## src/source/fdc_pkg.sv

```systemverilog
/*
 * fdc shared types, the widths, busy state encoding and drive count
 */
package fdc_pkg;

   // number of emulated drives, one per drv_sel bit (active low)
   localparam int NUM_DRIVES = 2;

   // register and bus byte
   typedef logic [7:0] fdc_byte_t;

   // cpu register address
   // 0 command on write, status on read
   // 1 track
   // 2 sector
   // 3 data
   typedef logic [1:0] reg_addr_t;

   // selects which byte the io controller sees on status_byte
   typedef logic [2:0] status_sel_t;

   // motor run, index and step delay counters
   typedef logic [31:0] timer_t;

   // busy state machine of the command block
   typedef enum logic [1:0] {
      st_idle     = 2'd0,  // nothing pending
      st_irq      = 2'd1,  // end of busy phase, raise irq next
      st_int_wait = 2'd2,  // internal delay running (seek, step...)
      st_io_wait  = 2'd3   // waiting for io controller dma_ack
   } busy_state_t;

endpackage : fdc_pkg

```

## src/source/drive_if.sv

```systemverilog
/*
 * drive_if, one drive's motor trigger, select level and mechanics status
 */
`timescale 1ns/10ps

interface drive_if;

   logic motor_trig;    // 1-cycle pulse from command block
   logic selected;      // drive picked by drv_sel
   logic motor_on;      // spindle running
   logic spin_up_done;  // spindle at speed
   logic index_pulse;   // once per rotation

   // command block side, one trigger for all drives
   modport ctrl (
      output motor_trig
   );

   // drive mechanics side
   modport mech (
      input  motor_trig,
      input  selected,
      output motor_on,
      output spin_up_done,
      output index_pulse
   );

   // status pick-up
   modport mon (
      input motor_on,
      input spin_up_done,
      input index_pulse
   );

endinterface : drive_if

```

## src/source/drive_status_mux.sv

```systemverilog
/*
 * drive status mux, forwards the selected drive's mechanics status
 * and serves the io controller status byte
 */
`timescale 1ns/10ps

module drive_status_mux (
   input  logic [fdc_pkg::NUM_DRIVES-1:0] drv_sel,   // active low
   input  logic                           drv_side,
   input  fdc_pkg::status_sel_t           status_sel,
   input  fdc_pkg::fdc_byte_t             cmd_reg,
   input  fdc_pkg::fdc_byte_t             track_reg,
   input  fdc_pkg::fdc_byte_t             sector_reg,
   input  fdc_pkg::fdc_byte_t             data_reg,
   input  logic                           io_waiting,
   output logic                           sel_motor_on,
   output logic                           sel_spin_up_done,
   output logic                           sel_index,
   output fdc_pkg::fdc_byte_t             status_byte,
   drive_if.mon                           mon [fdc_pkg::NUM_DRIVES]
);
   import fdc_pkg::*;

   logic [NUM_DRIVES-1:0] sel_hot;   // active high select
   logic [NUM_DRIVES-1:0] mon_on;
   logic [NUM_DRIVES-1:0] mon_spun;
   logic [NUM_DRIVES-1:0] mon_idx;
   logic                  one_sel;   // exactly one drive picked

   // flatten interface array so it can be masked
   for (genvar i = 0; i < NUM_DRIVES; i++) begin : g_mon
      assign mon_on[i]   = mon[i].motor_on;
      assign mon_spun[i] = mon[i].spin_up_done;
      assign mon_idx[i]  = mon[i].index_pulse;
   end

   assign sel_hot = ~drv_sel;
   assign one_sel = (sel_hot != '0) && ((sel_hot & (sel_hot - 1'b1)) == '0);

   assign sel_motor_on     = one_sel && |(mon_on & sel_hot);
   assign sel_spin_up_done = one_sel && |(mon_spun & sel_hot);
   assign sel_index        = one_sel && |(mon_idx & sel_hot);

   always_comb begin
      case (status_sel)
         3'd0:    status_byte = cmd_reg;
         3'd1:    status_byte = track_reg;
         3'd2:    status_byte = sector_reg;
         3'd3:    status_byte = data_reg;
         3'd4:    status_byte = fdc_byte_t'({drv_sel, drv_side, io_waiting});
         default: status_byte = '0;
      endcase
   end

endmodule : drive_status_mux

```

## src/source/fdc_cmd_regs.sv

```systemverilog
/*
 * wd1772 style register block, command decode, busy FSM and irq
 * type I runs a delay, type II/III wait for the io controller
 */
`timescale 1ns/10ps

module fdc_cmd_regs #(
   parameter fdc_pkg::timer_t RESTORE_DLY = 32'd2_000_000,
   parameter fdc_pkg::timer_t SEEK_DLY    = 32'd200_000,
   parameter fdc_pkg::timer_t STEP_DLY    = 32'd20_000
) (
   input  logic               clk,
   input  logic               motor_start,       // async reset
   // cpu side
   input  fdc_pkg::reg_addr_t cpu_addr,
   input  logic               cpu_sel,
   input  logic               cpu_rw,            // 1 read, 0 write
   input  fdc_pkg::fdc_byte_t cpu_din,
   output fdc_pkg::fdc_byte_t cpu_dout,
   output logic               irq,
   // drive and io controller
   input  logic               wr_prot,
   input  logic               dma_ack,
   input  logic               sel_motor_on,
   input  logic               sel_spin_up_done,
   input  logic               sel_index,
   // register view for the io side
   output fdc_pkg::fdc_byte_t cmd_reg,
   output fdc_pkg::fdc_byte_t track_reg,
   output fdc_pkg::fdc_byte_t sector_reg,
   output fdc_pkg::fdc_byte_t data_reg,
   output logic               io_waiting,
   drive_if.ctrl              drv [fdc_pkg::NUM_DRIVES]
);
   import fdc_pkg::*;

   busy_state_t state;
   timer_t      delay_cnt;   // int_wait countdown
   logic        step_dir;    // 1 = in, remembered for plain step
   logic        motor_trig;
   logic        cmd_wr;      // command register write this cycle
   logic        mtr_req;     // type I or II written
   logic        type1;       // last command was type I
   logic        busy;
   fdc_byte_t   status;

   assign cmd_wr  = cpu_sel && !cpu_rw && (cpu_addr == 2'd0);
   assign mtr_req = cmd_wr && (!cpu_din[7] || (cpu_din[7:6] == 2'b10));

   assign type1      = !cmd_reg[7];
   assign busy       = (state != st_idle);
   assign io_waiting = (state == st_io_wait);

   // same trigger to every drive, each one checks its own select
   for (genvar i = 0; i < NUM_DRIVES; i++) begin : g_trig
      assign drv[i].motor_trig = motor_trig;
   end

   // status register as the cpu reads it
   assign status = {
      sel_motor_on,
      wr_prot,
      type1 ? sel_spin_up_done : 1'b0,
      2'b00,                              // rnf / crc never set
      type1 ? (track_reg == 8'd0) : 1'b0, // track 0
      type1 ? sel_index : busy,           // index or drq
      busy
   };

   // combinational read, zero when not selected
   always_comb begin
      cpu_dout = '0;
      if (cpu_sel && cpu_rw) begin
         case (cpu_addr)
            2'd0:    cpu_dout = status;
            2'd1:    cpu_dout = track_reg;
            2'd2:    cpu_dout = sector_reg;
            default: cpu_dout = data_reg;
         endcase
      end
   end

   always_ff @(posedge clk or posedge motor_start) begin
      if (motor_start) begin
         cmd_reg    <= '0;
         track_reg  <= '0;
         sector_reg <= '0;
         data_reg   <= '0;
         state      <= st_idle;
         delay_cnt  <= '0;
         step_dir   <= 1'b0;
         irq        <= 1'b0;
         motor_trig <= 1'b0;
      end else begin
         motor_trig <= mtr_req;  // drives load on the next edge

         case (state)
            st_int_wait: begin
               if (delay_cnt != '0)
                  delay_cnt <= delay_cnt - 1'b1;
               else
                  state <= st_irq;
            end
            st_io_wait: if (dma_ack) state <= st_irq;
            st_irq: begin
               irq   <= 1'b1;
               state <= st_idle;
            end
            default: ;
         endcase

         // any access to address 0 acks the interrupt, wins over the set above
         if (cpu_sel && (cpu_addr == 2'd0))
            irq <= 1'b0;

         if (cpu_sel && !cpu_rw) begin
            case (cpu_addr)
               2'd0: begin
                  cmd_reg   <= cpu_din;
                  state     <= st_int_wait;  // default, delay 0
                  delay_cnt <= '0;
                  casez (cpu_din[7:4])
                     4'b0000: begin                 // restore
                        track_reg <= '0;
                        delay_cnt <= RESTORE_DLY;
                     end
                     4'b0001: begin                 // seek
                        track_reg <= data_reg;
                        delay_cnt <= SEEK_DLY;
                     end
                     4'b001?: begin                 // step, last direction
                        delay_cnt <= STEP_DLY;
                        if (cpu_din[4])
                           track_reg <= step_dir ? track_reg + 8'd1 : track_reg - 8'd1;
                     end
                     4'b010?: begin                 // step in
                        delay_cnt <= STEP_DLY;
                        step_dir  <= 1'b1;
                        if (cpu_din[4]) track_reg <= track_reg + 8'd1;
                     end
                     4'b011?: begin                 // step out
                        delay_cnt <= STEP_DLY;
                        step_dir  <= 1'b0;
                        if (cpu_din[4]) track_reg <= track_reg - 8'd1;
                     end
                     4'b100?: state <= st_io_wait;  // read sector
                     4'b101?: if (!wr_prot) state <= st_io_wait;  // write sector
                     4'b1100: state <= st_io_wait;  // read address
                     4'b1110: state <= st_io_wait;  // read track
                     4'b1111: if (!wr_prot) state <= st_io_wait;  // write track
                     default: begin                 // 1101 force interrupt
                        if (cpu_din[3:0] == 4'h0)
                           state <= st_idle;        // quiet abort
                        else
                           state <= st_irq;
                     end
                  endcase
               end
               2'd1:    track_reg  <= cpu_din;
               2'd2:    sector_reg <= cpu_din;
               default: data_reg   <= cpu_din;
            endcase
         end
      end
   end

   // irq comes up only on the way back to idle, a new command acks it
   a_no_irq_while_waiting : assert property (
      @(posedge clk) disable iff (motor_start)
      $rose(irq) |-> !(state inside {st_int_wait, st_io_wait})
   ) else $error("irq rose while fdc still waiting");

   // one trigger pulse per command write
   a_trig_one_cycle : assert property (
      @(posedge clk) disable iff (motor_start)
      motor_trig |=> !motor_trig
   ) else $error("motor trigger longer than one cycle");

endmodule : fdc_cmd_regs

```

## src/source/fdc_top.sv

```systemverilog
/*
 * fdc top, register block plus generated drive models and status mux
 */
`timescale 1ns/10ps

module fdc_top #(
   parameter fdc_pkg::timer_t MOTOR_RUN    = 32'd16_000_000,
   parameter fdc_pkg::timer_t MOTOR_SPINUP = 32'd8_000_000,
   parameter fdc_pkg::timer_t INDEX_PERIOD = 32'd1_600_000,
   parameter fdc_pkg::timer_t INDEX_WIDTH  = 32'd100_000,
   parameter fdc_pkg::timer_t RESTORE_DLY  = 32'd2_000_000,
   parameter fdc_pkg::timer_t SEEK_DLY     = 32'd200_000,
   parameter fdc_pkg::timer_t STEP_DLY     = 32'd20_000
) (
   input  logic                           clk,
   input  logic                           motor_start,
   input  logic [fdc_pkg::NUM_DRIVES-1:0] drv_sel,
   input  logic                           drv_side,
   input  logic                           wr_prot,
   input  logic                           dma_ack,
   input  fdc_pkg::status_sel_t           status_sel,
   output fdc_pkg::fdc_byte_t             status_byte,
   input  fdc_pkg::reg_addr_t             cpu_addr,
   input  logic                           cpu_sel,
   input  logic                           cpu_rw,
   input  fdc_pkg::fdc_byte_t             cpu_din,
   output fdc_pkg::fdc_byte_t             cpu_dout,
   output logic                           irq
);
   import fdc_pkg::*;

   fdc_byte_t cmd_reg, track_reg, sector_reg, data_reg;
   logic      io_waiting;
   logic      sel_motor_on, sel_spin_up_done, sel_index;

   drive_if drv_bus [NUM_DRIVES] ();

   fdc_cmd_regs #(
      .RESTORE_DLY(RESTORE_DLY), .SEEK_DLY(SEEK_DLY), .STEP_DLY(STEP_DLY)
   ) regs_i (
      .clk, .motor_start, .cpu_addr, .cpu_sel, .cpu_rw, .cpu_din, .cpu_dout, .irq,
      .wr_prot, .dma_ack, .sel_motor_on, .sel_spin_up_done, .sel_index,
      .cmd_reg, .track_reg, .sector_reg, .data_reg, .io_waiting, .drv(drv_bus)
   );

   for (genvar i = 0; i < NUM_DRIVES; i++) begin : g_drive
      assign drv_bus[i].selected = ~drv_sel[i];  // select line is active low
      floppy_drive #(
         .MOTOR_RUN(MOTOR_RUN), .MOTOR_SPINUP(MOTOR_SPINUP),
         .INDEX_PERIOD(INDEX_PERIOD), .INDEX_WIDTH(INDEX_WIDTH)
      ) drive_i (
         .clk, .motor_start, .mech(drv_bus[i])
      );
   end

   drive_status_mux mux_i (
      .drv_sel, .drv_side, .status_sel, .cmd_reg, .track_reg, .sector_reg, .data_reg,
      .io_waiting, .sel_motor_on, .sel_spin_up_done, .sel_index, .status_byte,
      .mon(drv_bus)
   );

endmodule : fdc_top

```

## src/source/floppy_drive.sv

```systemverilog
/*
 * drive mechanics model, spindle run-down timer, spin-up flag, index pulse
 */
`timescale 1ns/10ps

module floppy_drive #(
   parameter fdc_pkg::timer_t MOTOR_RUN    = 32'd16_000_000,
   parameter fdc_pkg::timer_t MOTOR_SPINUP = 32'd8_000_000,
   parameter fdc_pkg::timer_t INDEX_PERIOD = 32'd1_600_000,
   parameter fdc_pkg::timer_t INDEX_WIDTH  = 32'd100_000
) (
   input  logic  clk,
   input  logic  motor_start,   // async reset
   drive_if.mech mech
);
   import fdc_pkg::*;

   timer_t motor_cnt;
   timer_t motor_nxt;
   timer_t index_cnt;
   logic   motor_on;

   assign motor_on = (motor_cnt != '0);

   // retrigger only when this drive is selected, cold start adds spin-up
   always_comb begin
      motor_nxt = motor_cnt;
      if (mech.motor_trig && mech.selected)
         motor_nxt = motor_on ? MOTOR_RUN : MOTOR_RUN + MOTOR_SPINUP;
      else if (motor_on)
         motor_nxt = motor_cnt - 1'b1;  // run down
   end

   always_ff @(posedge clk or posedge motor_start) begin
      if (motor_start) begin
         motor_cnt <= '0;
         index_cnt <= '0;
      end else begin
         motor_cnt <= motor_nxt;
         // index counter follows next motor state, both stop together
         if (motor_nxt == '0)
            index_cnt <= '0;
         else if (index_cnt == '0)
            index_cnt <= INDEX_PERIOD;  // one rotation
         else
            index_cnt <= index_cnt - 1'b1;
      end
   end

   assign mech.motor_on     = motor_on;
   assign mech.spin_up_done = motor_on && (motor_cnt <= MOTOR_RUN);
   assign mech.index_pulse  = (index_cnt > INDEX_PERIOD - INDEX_WIDTH);  // top of count

   a_index_needs_motor : assert property (
      @(posedge clk) disable iff (motor_start)
      mech.index_pulse |-> mech.motor_on
   ) else $error("index pulse with motor off");

endmodule : floppy_drive

```

## config.mk

```make
export PLATFORM = sky130hd
export DESIGN_NAME = fdc_top
export DESIGN_NICKNAME = d
export VERILOG_FILES = /design/src/source/fdc_pkg.sv /design/src/source/drive_if.sv /design/src/source/drive_status_mux.sv /design/src/source/fdc_cmd_regs.sv /design/src/source/fdc_top.sv /design/src/source/floppy_drive.sv
export SDC_FILE = /design/constraint.sdc
export NUM_CORES = 1
export LEC_CHECK = 0
export ABC_AREA = 1
export BUFFER_PORTS_ARGS = -buffer_cell sky130_fd_sc_hd__buf_2
export CAP_MARGIN = 20
export CELL_PAD_IN_SITES_DETAIL_PLACEMENT = 1
export CELL_PAD_IN_SITES_GLOBAL_PLACEMENT = 1
export CORE_ASPECT_RATIO = 1.4
export CORE_UTILIZATION = 51
export CTS_BUF_LIST = sky130_fd_sc_hd__clkbuf_8
export CTS_CLUSTER_SIZE = 28
export DETAILED_ROUTE_END_ITERATION = 8
export PLACE_DENSITY_LB_ADDON = 0.15
export SLEW_MARGIN = 20
export SYNTH_ARGS = -nofsm -noshare
export SYNTH_HDL_FRONTEND = slang
export SYNTH_SLANG_ARGS = --single-unit
```

## constraint.sdc

```tcl
create_clock -name clk -period 11.25 [get_ports clk]
set_input_delay 2.25 -clock clk [delete_from_list [all_inputs] [get_ports clk]]
set_output_delay 2.25 -clock clk [all_outputs]
set_load 0.01 [all_outputs]
```

## Word-level counts from Yosys, hierarchy flattened

Index checks and enable logic that the tools add are counted.

| word-level totals | value |
|---|---|
| bits in registers | 197 |
| bits of input ports | 22 |
| output and inout port bits | 17 |
| word-level logic and storage cells | 141 |

| operators by class | value |
|---|---|
| add/sub/neg operators | 8 |
| magnitude comparators | 4 |
| eq/ne operators | 23 |
| mux-type cells | 38 |
| bitwise logic cells | 8 |
| reductions and logical operators | 47 |

Operators by type and width:

| cell | number |
|---|---|
| two-way mux 32 bit | 12 |
| subtractor 32 x 1 -> 32 bit (second input constant) | 5 |
| zero test 32 bit | 4 |
| nonzero test 32 bit | 3 |
| one-hot mux 8 bit (5 select lines) | 2 |
| greater-than comparator 32 x 21 -> 1 bit (second input constant) | 2 |
| less-or-equal comparator 32 x 24 -> 1 bit (second input constant) | 2 |
| one-hot mux 21 bit (3 select lines) | 1 |
| two-way mux 25 bit | 2 |
| two-way mux 8 bit | 5 |
| one-hot mux 8 bit (3 select lines) | 1 |
| one-hot mux 8 bit (2 select lines) | 1 |
| logical AND 1 bit | 13 |
| == test 3 x 2 -> 1 bit (second input constant) | 4 |
| == test 4 bit (second input constant) | 3 |
| one-hot mux 2 bit (3 select lines) | 2 |
| nonzero test 2 bit | 5 |
| == test 3 bit (second input constant) | 3 |
| inequality test 3 bit (second input constant) | 3 |
| OR reduction 3 bit | 3 |
| adder 8 x 1 -> 8 bit (second input constant) | 1 |
| AND 2 bit | 4 |
| == test 2 bit (second input constant) | 4 |
| zero test 4 bit | 2 |
| 21 further kinds | 41 |

## Longest topological paths before layout

Gate-level depths: netlist of run 1.

| depth | value |
|---|---|
| depth in word-level cells | 9 |
| mapped depth | 16 |
| mapped depth without buffers | 15 |

## By module

From an unflattened synthesis of run 1, not the netlist that was laid out.

| unflattened totals | value |
|---|---|
| cell total of the unflattened synthesis | 2051 |
| area total of the unflattened synthesis | 13633.1 um^2 |

By module, submodules not included:

| module | times used | cells an instance | area each (um^2) | seq. area each (um^2) |
|---|---|---|---|---|
| floppy_drive | 2 | 662 | 4364.2 | 1601.5 |
| fdc_cmd_regs | 1 | 639 | 4473.0 | 1726.7 |
| drive_status_mux | 1 | 86 | 424.2 | 0.0 |
| fdc_top | 1 | 2 | 7.5 | 0.0 |

## Worst setup path after synthesis of run 1

OpenSTA, ideal clock, no wires.

| timing path | value |
|---|---|
| path kind | input -> output |
| start point | input port cpu_addr[1] |
| end point | output port cpu_dout[2] |
| arrival | 3356 ps |
| data required time | 9000 ps |
| path slack | 5644 ps |
| stages on the path | 6 |
| path buffers | 1 |
| cell sequence | clkbuf_1 nor2_1 inv_1 nor4_1 a21oi_1 nor2_1 |

| between the ends | value |
|---|---|
| word-level cells in the longest chain between the ends | 3 |
| elaborated cells between the ends (all ways) | 5 |
| classes of those cells | 2 x eq/ne; 2 x mux; 1 x reduce/logical |

Ends and longest elaborated chain:

| element | RTL line | text |
|---|---|---|
| from (decl) | fdc_top.sv:23 | `input fdc_pkg::reg_addr_t cpu_addr,` |
| == test 2 bit, or another cell as far along | fdc_cmd_regs.sv:74 | `case (cpu_addr)` |
| one-hot mux 8 bit (3 select lines) * | fdc_cmd_regs.sv:74 |  |
| two-way mux 8 bit * | fdc_cmd_regs.sv:73 | `if (cpu_sel && cpu_rw) begin` |
| to (decl) | fdc_top.sv:27 | `output fdc_pkg::fdc_byte_t cpu_dout,` |

Mark *: on every way between the ends. The rest lies on a longest branch, timed or not.

## Worst setup path in the final report of run 1

| timing path | value |
|---|---|
| start point | input port cpu_addr[0] |
| end point | output port cpu_dout[1] |

The elaborated chain is that of the path after synthesis.

==> results of run 1 <==
-- power breakdown --
| part | leakage [nW] | switching, mW | internal [mW] |
|---|---|---|---|
| combinational | 4.54 | 0.435 | 0.221 |
| sequential | 2.22 | 0.147 | 0.828 |
| clock | 0.190 | 0.297 | 0.163 |
| total | 6.95 | 0.879 | 1.21 |
-- cell usage after synthesis (all sizes together) (10+ instances only) --
cell	number	share of area (%)
clkbuf	19	0.53
or2	17	0.79
nor4	10	0.46
nand3	147	5.7
o21ai	113	4.2
nor2	332	10
inv	256	7.1
xnor2	24	1.6
ha	12	1.1
xor2	45	2.9
a22oi	11	0.61
buf	21	1.9
nand3b	11	0.61
nand4	44	2.0
a21oi	121	6.1
nand2	505	14
nor3	43	1.8
dfrtp	197	36
-- critical path, delay by kind of cell --
family / cells / cell delay (ns)
AO/OA/AOI/OAI: 3 / 0.63
buffers and inverters: 2 / 0.34
AND/OR/NAND/NOR: 2 / 0.63
-- cells by family after synthesis --
logic type | Yosys count | synth area share (%)
adders and majority gates | 12 | 1.11
DFF | 197 | 36.4
and+or+nand+nor | 1112 | 36.1
buffers and inverters | 296 | 9.50
AOI/OAI and AO/OA | 271 | 12.5
xor gates and xnor gates | 69 | 4.46
-- metal layers --
metal	routed length, um	vias up	GRT usage [%]
li1	-	6338	-
met1	17300	6442	36.4
met2	22000	245	59.5
met3	961	100	3.28
met4	1500	0	13.9
met5	0	-	0
-- area by class of cell --
type	count	area share [%]
Clock buffer	17	1.64
Tap cell	324	2.84
Clock inverter	15	0.990
Timing Repair Buffer	44	1.93
Sequential cell	197	34.5
Inverter	256	6.80
Multi-Input combinational cell	1464	51.3
-- final timing paths --
kind                                             startpoint                               end  slack (ns)  cells past startpoint
max in group asynchronous                       motor_start   g_drive[1].drive_i.index_cnt[3]        8.46                      3
min reg2reg                               regs_i.cmd_reg[5]                 regs_i.cmd_reg[5]        0.51                      2
max                                             cpu_addr[0]                       cpu_dout[1]        5.14                      7
max reg2reg                g_drive[0].drive_i.motor_cnt[24]  g_drive[0].drive_i.index_cnt[31]        7.98                     13
min                                       regs_i.cmd_reg[5]                 regs_i.cmd_reg[5]        0.51                      2
min in group asynchronous                       motor_start              regs_i.sector_reg[3]        1.71                      2
==> run_results.csv, run 1 <==
group,metric,value,unit
final_layout,seqCellArea,4930,um2
global_route,track_usage,31.9,%
timing,setup_ws,5.14,ns
final_layout,final_nets,2014,
global_route,grt_max_degree,142,
clock_network,cts.path.max_buffers,2,
final_layout,syn2layout_area_growth,5.49,%
floorplanning,die_w,140,um
final_layout,fin_util,54.7,%
pwr,pwr_density_cell,146,nW/um2
timing,hold_violations,0,
final_layout,reg.largest.list,"g_drive.drive_i.index_cnt (64), g_drive.drive_i.motor_cnt (64), regs_i.delay_cnt (32)",
timing,max_freq,164,MHz
clock_network,clk_latency,0.50,ns
routing,ant_nets,0,
floorplanning,die_area,27200,um2
clock_network,htreeDepth,4,
routing,drt-total-wl,41800,um
routing,vias,13100,
synth,syn_avg_cell_area,6.92,um2
floorplanning,ios,39,
global_route,antenna_found_initial,0,
placed_design,place_inst,2283,
floorplanning,rows,70,
clock_network,post_cts_resized,0,
timing,timing.final.crit_share,54.3,%
timing,max-slew-margin-rel,38.3,%
final_layout,fill_cells,3587,
routing,first_pass_iters,5,
final_layout,drive_gt1_share,11.0,%
clock_network,cts_hold_buf,0,
worst_setup_path,cp-start-kind,"input pin",
placed_design,dpl.hpwl,31600,um
min_path,worstHoldPathType,"reg2reg",
synth,syn_area,13500,um2
floorplanning,start_util,51.9,%
synth,synthFlopType,"dfrtp_1",
synth,synth_edf_count,0,
worst_setup_path,path_cells,"buf_2, nor2_1, o21ai_0, o21ai_0, nand2_1, a21oi_1, buf_2",
global_route,grt_pass1_wl,69300,um
synth,ys_seq_elements,197,
pwr,ir_drop,0.0911,mV
worst_setup_path,critPathKind,"in2out",
final_layout,fin_area,14300,um2
floorplanning,die_h,195,um
clock_network,clk_pin_slew,0.12,ns
routing,viasPerCell,5.66,
placed_design,post_dp_cell_area,13800,um2
floorplanning,core_area,26100,um2
final_layout,multi_input_area,7320,um2
routing,initialDrtViolationCount,607,
timing,fin_setup_tns,0,ns
worst_setup_path,worstPathRequired,9.00,ns
final_layout,fin_cells,2317,
synth,yosys_warnings,0,
synth,ys_types,49,
clock_network,cts_tree,"yes",
clock_network,clock-sinks,197,
outcome,status,"finished, final reports clean",
worst_setup_path,endpoint_kind,"primary output",
placed_design,pre_cts_slack,5.19,ns
clock_network,cts-buffers-inserted,17,
placed_design,port_buffers,38,
clock_network,post_cts_buffers,0,
global_route,grt_pass1_vias,14100,
worst_setup_path,cp_max_fo,14,
timing,finClkSkew,0.0186,ns
synth,synthCells,1957,
synth,async_reset_ff_share,100,%
routing,avgRoutedWirePerCell,18.0,um
pwr,leakage,6.95,nW
worst_setup_path,slowest_stage,"nor2_1",
final_layout,layout_common_cells,"nand2_1, nor2_1, inv_1, dfrtp_1, nand3_1",
timing,drv_slew,0,
timing,rsz0062_at_grt,"no",
timing,worst_pin_slew,0.925,ns
final_layout,n_antenna_cell,0,
timing,setup-violations-final,0,
routing,drc_errors,0,
timing,hold_slack,0.507,ns
final_layout,final_common_cell,"nand2_1",
job,drv_cap,0,
timing,min_period,6.11,ns
pwr,p_total,2.09,mW
worst_setup_path,worstPathArrival,3.86,ns
synth,synth_seq_area_share,36.4,%
synth,syn_nets,1991,
placed_design,gp_congestion,0.976,
global_route,gr-total-overflow,0,
worst_setup_path,crit_path_max_incr_delay,0.54,ns
clock_network,cts_root_buf,"clkbuf_8",
Power figures use the tool's default switching activity.
==> run 2, diff against run 1 <==
--- a/config.mk
+++ b/config.mk
@@ -11,7 +11,7 @@
 export CELL_PAD_IN_SITES_DETAIL_PLACEMENT = 1
 export CELL_PAD_IN_SITES_GLOBAL_PLACEMENT = 1
 export CORE_ASPECT_RATIO = 1.4
-export CORE_UTILIZATION = 51
+export CORE_UTILIZATION = 43
 export CTS_BUF_LIST = sky130_fd_sc_hd__clkbuf_8
 export CTS_CLUSTER_SIZE = 28
 export DETAILED_ROUTE_END_ITERATION = 8
==> constraint.sdc (replaced) <==
create_clock -name clk -period 5.6 [get_ports clk]
set_input_delay 1.12 -clock clk [delete_from_list [all_inputs] [get_ports clk]]
set_output_delay 1.12 -clock clk [all_outputs]
set_load 0.01 [all_outputs]
==> run 2 against run 1 <==
Total power rose by 100%. Die area up 18%. Sequential share of layout area is 0.13 points lower. Clock power grew 100%. Critical endpoint is now cpu_dout[7]. Clock skew about the same. Core utilization shrank 8.3 points. Flip-flop and latch count unchanged. Worst hold slack worse by 0.013 ns.
==> run_results.csv, run 2 (synthesis results as in run 1) <==
group,metric,value,unit
timing,max-slew-margin-rel,32.9,%
clock_network,clk_latency,0.52,ns
floorplanning,ios,39,
worst_setup_path,cp_max_fo,14,
final_layout,reg.largest.list,"g_drive.drive_i.index_cnt (64), g_drive.drive_i.motor_cnt (64), regs_i.delay_cnt (32)",
outcome,status,"finished, final reports clean",
worst_setup_path,worstPathRequired,4.48,ns
routing,avgRoutedWirePerCell,17.6,um
routing,drt-total-wl,41800,um
floorplanning,rows,76,
job,drv_cap,0,
placed_design,dpl.hpwl,32700,um
clock_network,cts_root_buf,"clkbuf_8",
routing,viasPerCell,5.44,
pwr,p_total,4.19,mW
placed_design,gp_congestion,0.899,
placed_design,place_inst,2352,
worst_setup_path,reg2reg_depth,14,
clock_network,clk_pin_slew,0.09,ns
min_path,worstHoldPathType,"reg2reg",
timing,max_freq,256,MHz
timing,rsz0062_at_grt,"no",
clock_network,cts.path.max_buffers,2,
final_layout,fin_area,14300,um2
worst_setup_path,cp-start-kind,"input pin",
global_route,gr-total-overflow,0,
final_layout,fin_cells,2384,
worst_setup_path,crit_cells,7,
pwr,ir_drop,0.174,mV
timing,setup_ws,1.70,ns
routing,drc_errors,0,
worst_setup_path,endpoint_kind,"primary output",
global_route,antenna_found_initial,0,
final_layout,layout_common_cells,"nand2_1, nor2_1, inv_1, dfrtp_1, nand3_1",
pwr,pwr_density_cell,293,nW/um2
clock_network,post_cts_resized,0,
worst_setup_path,critPathKind,"in2out",
timing,fin_setup_tns,0,ns
timing,worst_pin_slew,0.999,ns
global_route,grt_pass1_wl,69500,um
clock_network,htreeDepth,4,
timing,finClkSkew,0.0189,ns
clock_network,clock-sinks,197,
final_layout,fill_cells,4119,
pwr,leakage,6.95,nW
clock_network,cts_tree,"yes",
timing,drv_slew,0,
global_route,grt_max_degree,162,
worst_setup_path,worstPathArrival,2.78,ns
routing,initialDrtViolationCount,536,
worst_setup_path,cp_num_buf_inv,3,
floorplanning,core_area,30900,um2
worst_setup_path,slowest_stage,"nor2_1",
timing,hold_violations,0,
min_path,holdPathStages,2,
floorplanning,die_h,212,um
clock_network,cts_hold_buf,0,
worst_setup_path,path_delay_family,"simple AND/OR/NAND/NOR gates",
worst_setup_path,crit_path_max_incr_delay,0.56,ns
timing,min_period,3.90,ns
clock_network,post_cts_buffers,0,
final_layout,syn2layout_area_growth,5.88,%
floorplanning,die_w,152,um
floorplanning,die_area,32200,um2
final_layout,drive_gt1_share,10.9,%
routing,vias,13000,
final_layout,n_antenna_cell,0,
global_route,track_usage,27.2,%
global_route,grt_pass1_vias,13900,
timing,timing.final.crit_share,69.7,%
routing,ant_nets,0,
placed_design,post_dp_cell_area,14000,um2
timing,setup-violations-final,0,
worst_setup_path,path_cells,"buf_2, nor2_1, inv_1, nor3_1, nor2_1, a21oi_1, buf_2",
placed_design,pre_cts_slack,1.76,ns
clock_network,cts-buffers-inserted,17,
final_layout,final_common_cell,"nand2_1",
placed_design,port_buffers,38,
routing,first_pass_iters,4,
floorplanning,start_util,43.8,%
final_layout,final_nets,2015,
run 2: cell count changes in the layout (fill, tap and decap cells not counted), moves of 2 or more:
cell | previous run | this run
inv_1 | 247 | 250
inv_8 | 4 | 0
clkinvlp_4 | 1 | 3
clkbuf_8 | 17 | 19
clkinv_4 | 6 | 1
buf_4 | 4 | 6
buf_16 | 2 | 0
clkinv_2 | 1 | 4
run 2: final timing paths:
| path | to | slack [ns] | start |
|---|---|---|---|
| max in group asynchronous | g_drive[0].drive_i.motor_cnt[28] | 3.56 | motor_start |
| worst max register to register | g_drive[0].drive_i.index_cnt[6] | 2.34 | g_drive[0].drive_i.motor_cnt[0] |
| worst min register to register | regs_i.cmd_reg[0] | 0.49 | regs_i.cmd_reg[0] |
| min in group asynchronous | g_drive[1].drive_i.motor_cnt[4] | 0.73 | motor_start |
| worst max-delay path | cpu_dout[7] | 1.70 | cpu_addr[0] |
| worst min-delay path | regs_i.cmd_reg[0] | 0.49 | regs_i.cmd_reg[0] |
run 2: worst min-delay path, stage by stage, from the launching register on:
cell and delay (ns):
dfrtp_1 0.35, nand2_1 0.05, o21ai_0 0.06
run 2: metrics by stage:
step	hold WS [ns]	utilization [%]
floorplan	0.453	-
global placement	0.470	45.2
detailed placement	0.475	45.2
CTS	0.500	46.4
global route	0.529	46.4
finish	0.494	46.4
run 2: where the power goes:
| group | leakage [nW] | switching, mW | internal [mW] |
|---|---|---|---|
| registers | 2.22 | 0.287 | 1.66 |
| clock network | 0.195 | 0.550 | 0.374 |
| logic | 4.53 | 0.877 | 0.443 |
run 2: area by class of cell:
type | instances | area (um2) | share of cell area [%]
Clock buffer | 19 | 262 | 1.82
Clock inverter | 13 | 108 | 0.751
Multi-Input combinational cell | 1464 | 7320 | 51.1
Inverter | 256 | 967 | 6.75
Timing Repair Buffer | 45 | 255 | 1.78
Sequential cell | 197 | 4930 | 34.4
Tap cell | 390 | 488 | 3.40
run 2: layer usage:
metal  wire length [um]  GRT usage, %
met5                  0             0
met3                877          2.54
met4               2030          15.0
met1              16500          29.2
met2              22500          52.5
==> run 3, diff against run 2 <==
--- a/config.mk
+++ b/config.mk
@@ -11,7 +11,7 @@
 export CELL_PAD_IN_SITES_DETAIL_PLACEMENT = 1
 export CELL_PAD_IN_SITES_GLOBAL_PLACEMENT = 1
 export CORE_ASPECT_RATIO = 1.4
-export CORE_UTILIZATION = 43
+export CORE_UTILIZATION = 48
 export CTS_BUF_LIST = sky130_fd_sc_hd__clkbuf_8
 export CTS_CLUSTER_SIZE = 28
 export DETAILED_ROUTE_END_ITERATION = 8
==> constraint.sdc (replaced) <==
create_clock -name clk -period 3.6 [get_ports clk]
set_input_delay 0.72 -clock clk [delete_from_list [all_inputs] [get_ports clk]]
set_output_delay 0.72 -clock clk [all_outputs]
set_load 0.01 [all_outputs]
==> run 3 against run 2 <==
Cell count is 0.63% lower. Worst setup slack got worse by 1.5 ns. Core utilization increased by 5.5 points. Die area down 10%. Clock skew shrank 0.0071 ns. Wire length up 1.4%. Sequential share of layout area is essentially flat. Non-clock buffer count increased by 9. Critical path type is now reg2out. Critical endpoint is now cpu_dout[1].
==> run_results.csv, run 3 (synthesis results as in run 1) <==
group,metric,value,unit
routing,wl_met1,16700,um
routing,first_pass_iters,7,
placed_design,gp_congestion,0.940,
routing,avgRoutedWirePerCell,17.9,um
worst_setup_path,critPathKind,"reg2out",
floorplanning,rows,72,
timing,min_period,3.37,ns
placed_design,post_dp_cell_area,14000,um2
final_layout,layout_common_cells,"nand2_1, nor2_1, inv_1, dfrtp_1, nand3_1",
placed_design,place_inst,2341,
final_layout,final_common_cell,"nand2_1",
final_layout,drive_gt1_share,11.2,%
timing,finClkSkew,0.0118,ns
worst_setup_path,cp-start-kind,"flip-flop",
clock_network,post_cts_resized,0,
job,drv_cap,0,
clock_network,cts_root_buf,"clkbuf_8",
clock_network,htreeDepth,4,
final_layout,syn2layout_area_growth,5.94,%
global_route,gr-total-overflow,0,
clock_network,clk_latency,0.50,ns
worst_setup_path,cp_max_fo,4,
global_route,grt_max_degree,146,
timing,setup_ws,0.232,ns
pwr,leakage,6.97,nW
placed_design,dpl.hpwl,32700,um
clock_network,cts-buffers-inserted,17,
floorplanning,start_util,48.9,%
routing,ant_nets,0,
timing,fin_setup_tns,0,ns
clock_network,cts_hold_buf,0,
timing,rsz0062_at_grt,"no",
clock_network,cts_tree,"yes",
final_layout,fin_util,51.9,%
routing,drc_errors,0,
final_layout,reg.largest.list,"g_drive.drive_i.index_cnt (64), g_drive.drive_i.motor_cnt (64), regs_i.delay_cnt (32)",
routing,viasPerCell,5.51,
worst_setup_path,endpoint_kind,"primary output",
routing,vias,13100,
final_layout,final_nets,2024,
floorplanning,ios,39,
timing,hold_violations,0,
global_route,grt_pass1_wl,70200,um
floorplanning,die_h,201,um
placed_design,port_buffers,38,
timing,drv_slew,0,
timing,hold_slack,0.0992,ns
routing,met2WireLength,22600,um
global_route,grt_pass1_vias,14300,
global_route,antenna_found_initial,0,
timing,max_freq,297,MHz
timing,setup-violations-final,0,
timing,worst_pin_slew,0.887,ns
pwr,ir_drop,0.319,mV
clock_network,clock-sinks,197,
clock_network,clk_pin_slew,0.10,ns
pwr,pwr_density_cell,451,nW/um2
floorplanning,die_area,28900,um2
placed_design,pre_cts_slack,0.645,ns
floorplanning,die_w,144,um
final_layout,fin_area,14300,um2
final_layout,n_antenna_cell,0,
timing,max-slew-margin-rel,40.9,%
routing,topRoutingLayerUsed,"met4",
outcome,status,"finished, final reports clean",
routing,wl_met3,1190,um
worst_setup_path,worstPathRequired,2.88,ns
worst_setup_path,worstPathArrival,2.65,ns
floorplanning,core_area,27700,um2
routing,initialDrtViolationCount,463,
clock_network,cts.path.max_buffers,2,
pwr,p_total,6.47,mW
final_layout,fin_cells,2369,
global_route,track_usage,31.1,%
timing,timing.final.crit_share,93.5,%
clock_network,post_cts_buffers,0,
routing,drt-total-wl,42400,um
min_path,worstHoldPathType,"in2async",
## run 3: changes by cell type in the layout (fill, tap and decap cells not counted), sizes merged
cell,change
clkinv,-3
inv,-1
clkbuf,-1
clkinvlp,+1
buf,+9
## run 3: routing by layer
metal	up-vias	GRT usage, %
met4	0	15.5
li1	6333	-
met2	244	57.8
met1	6364	34.0
met5	-	0
met3	121	3.77
## run 3: area by class of cell
| cell class | count | area [um2] |
|---|---|---|
| tap | 370 | 463 |
| clock buffer | 18 | 248 |
| fill | 3768 | 13300 |
| clock inverter | 10 | 87.6 |
| inverter | 256 | 967 |
| timing repair buffer | 54 | 323 |
| sequential | 197 | 4930 |
| multi-input combinational | 1464 | 7320 |
## run 3: critical path, stage by stage, from the launching register on
cell and delay, ns:
dfrtp_1 0.42, or2_2 0.32, nor2_1 0.12, nand2_1 0.13
nor3_1 0.28, nand2_1 0.10, nand2_1 0.06, nand3_1 0.07
nand2_1 0.15, nand2_1 0.09, nand2_1 0.07, nand2_1 0.06
a21oi_1 0.12, buf_2 0.14
## run 3: report_power, final
part / internal, mW / switching [mW] / leakage (nW)
Combinational: 0.691 / 1.38 / 4.57
Sequential: 2.59 / 0.445 / 2.22
Clock: 0.547 / 0.822 / 0.172
Total: 3.83 / 2.65 / 6.97
## run 3: worst paths after layout
| path | end | from | cells after the start | slack (ns) |
|---|---|---|---|---|
| min in group clk | regs_i.cmd_reg[4] | regs_i.cmd_reg[4] | 2 | 0.50 |
| max | cpu_dout[1] | g_drive[0].drive_i.index_cnt[29] | 13 | 0.23 |
| max in group asynchronous | g_drive[0].drive_i.motor_cnt[14] | motor_start | 3 | 2.45 |
| min | regs_i.cmd_reg[0] | motor_start | 2 | 0.1 |
| max reg2reg | g_drive[1].drive_i.index_cnt[31] | g_drive[1].drive_i.motor_cnt[0] | 13 | 0.68 |
| min reg2reg | regs_i.cmd_reg[4] | regs_i.cmd_reg[4] | 2 | 0.50 |
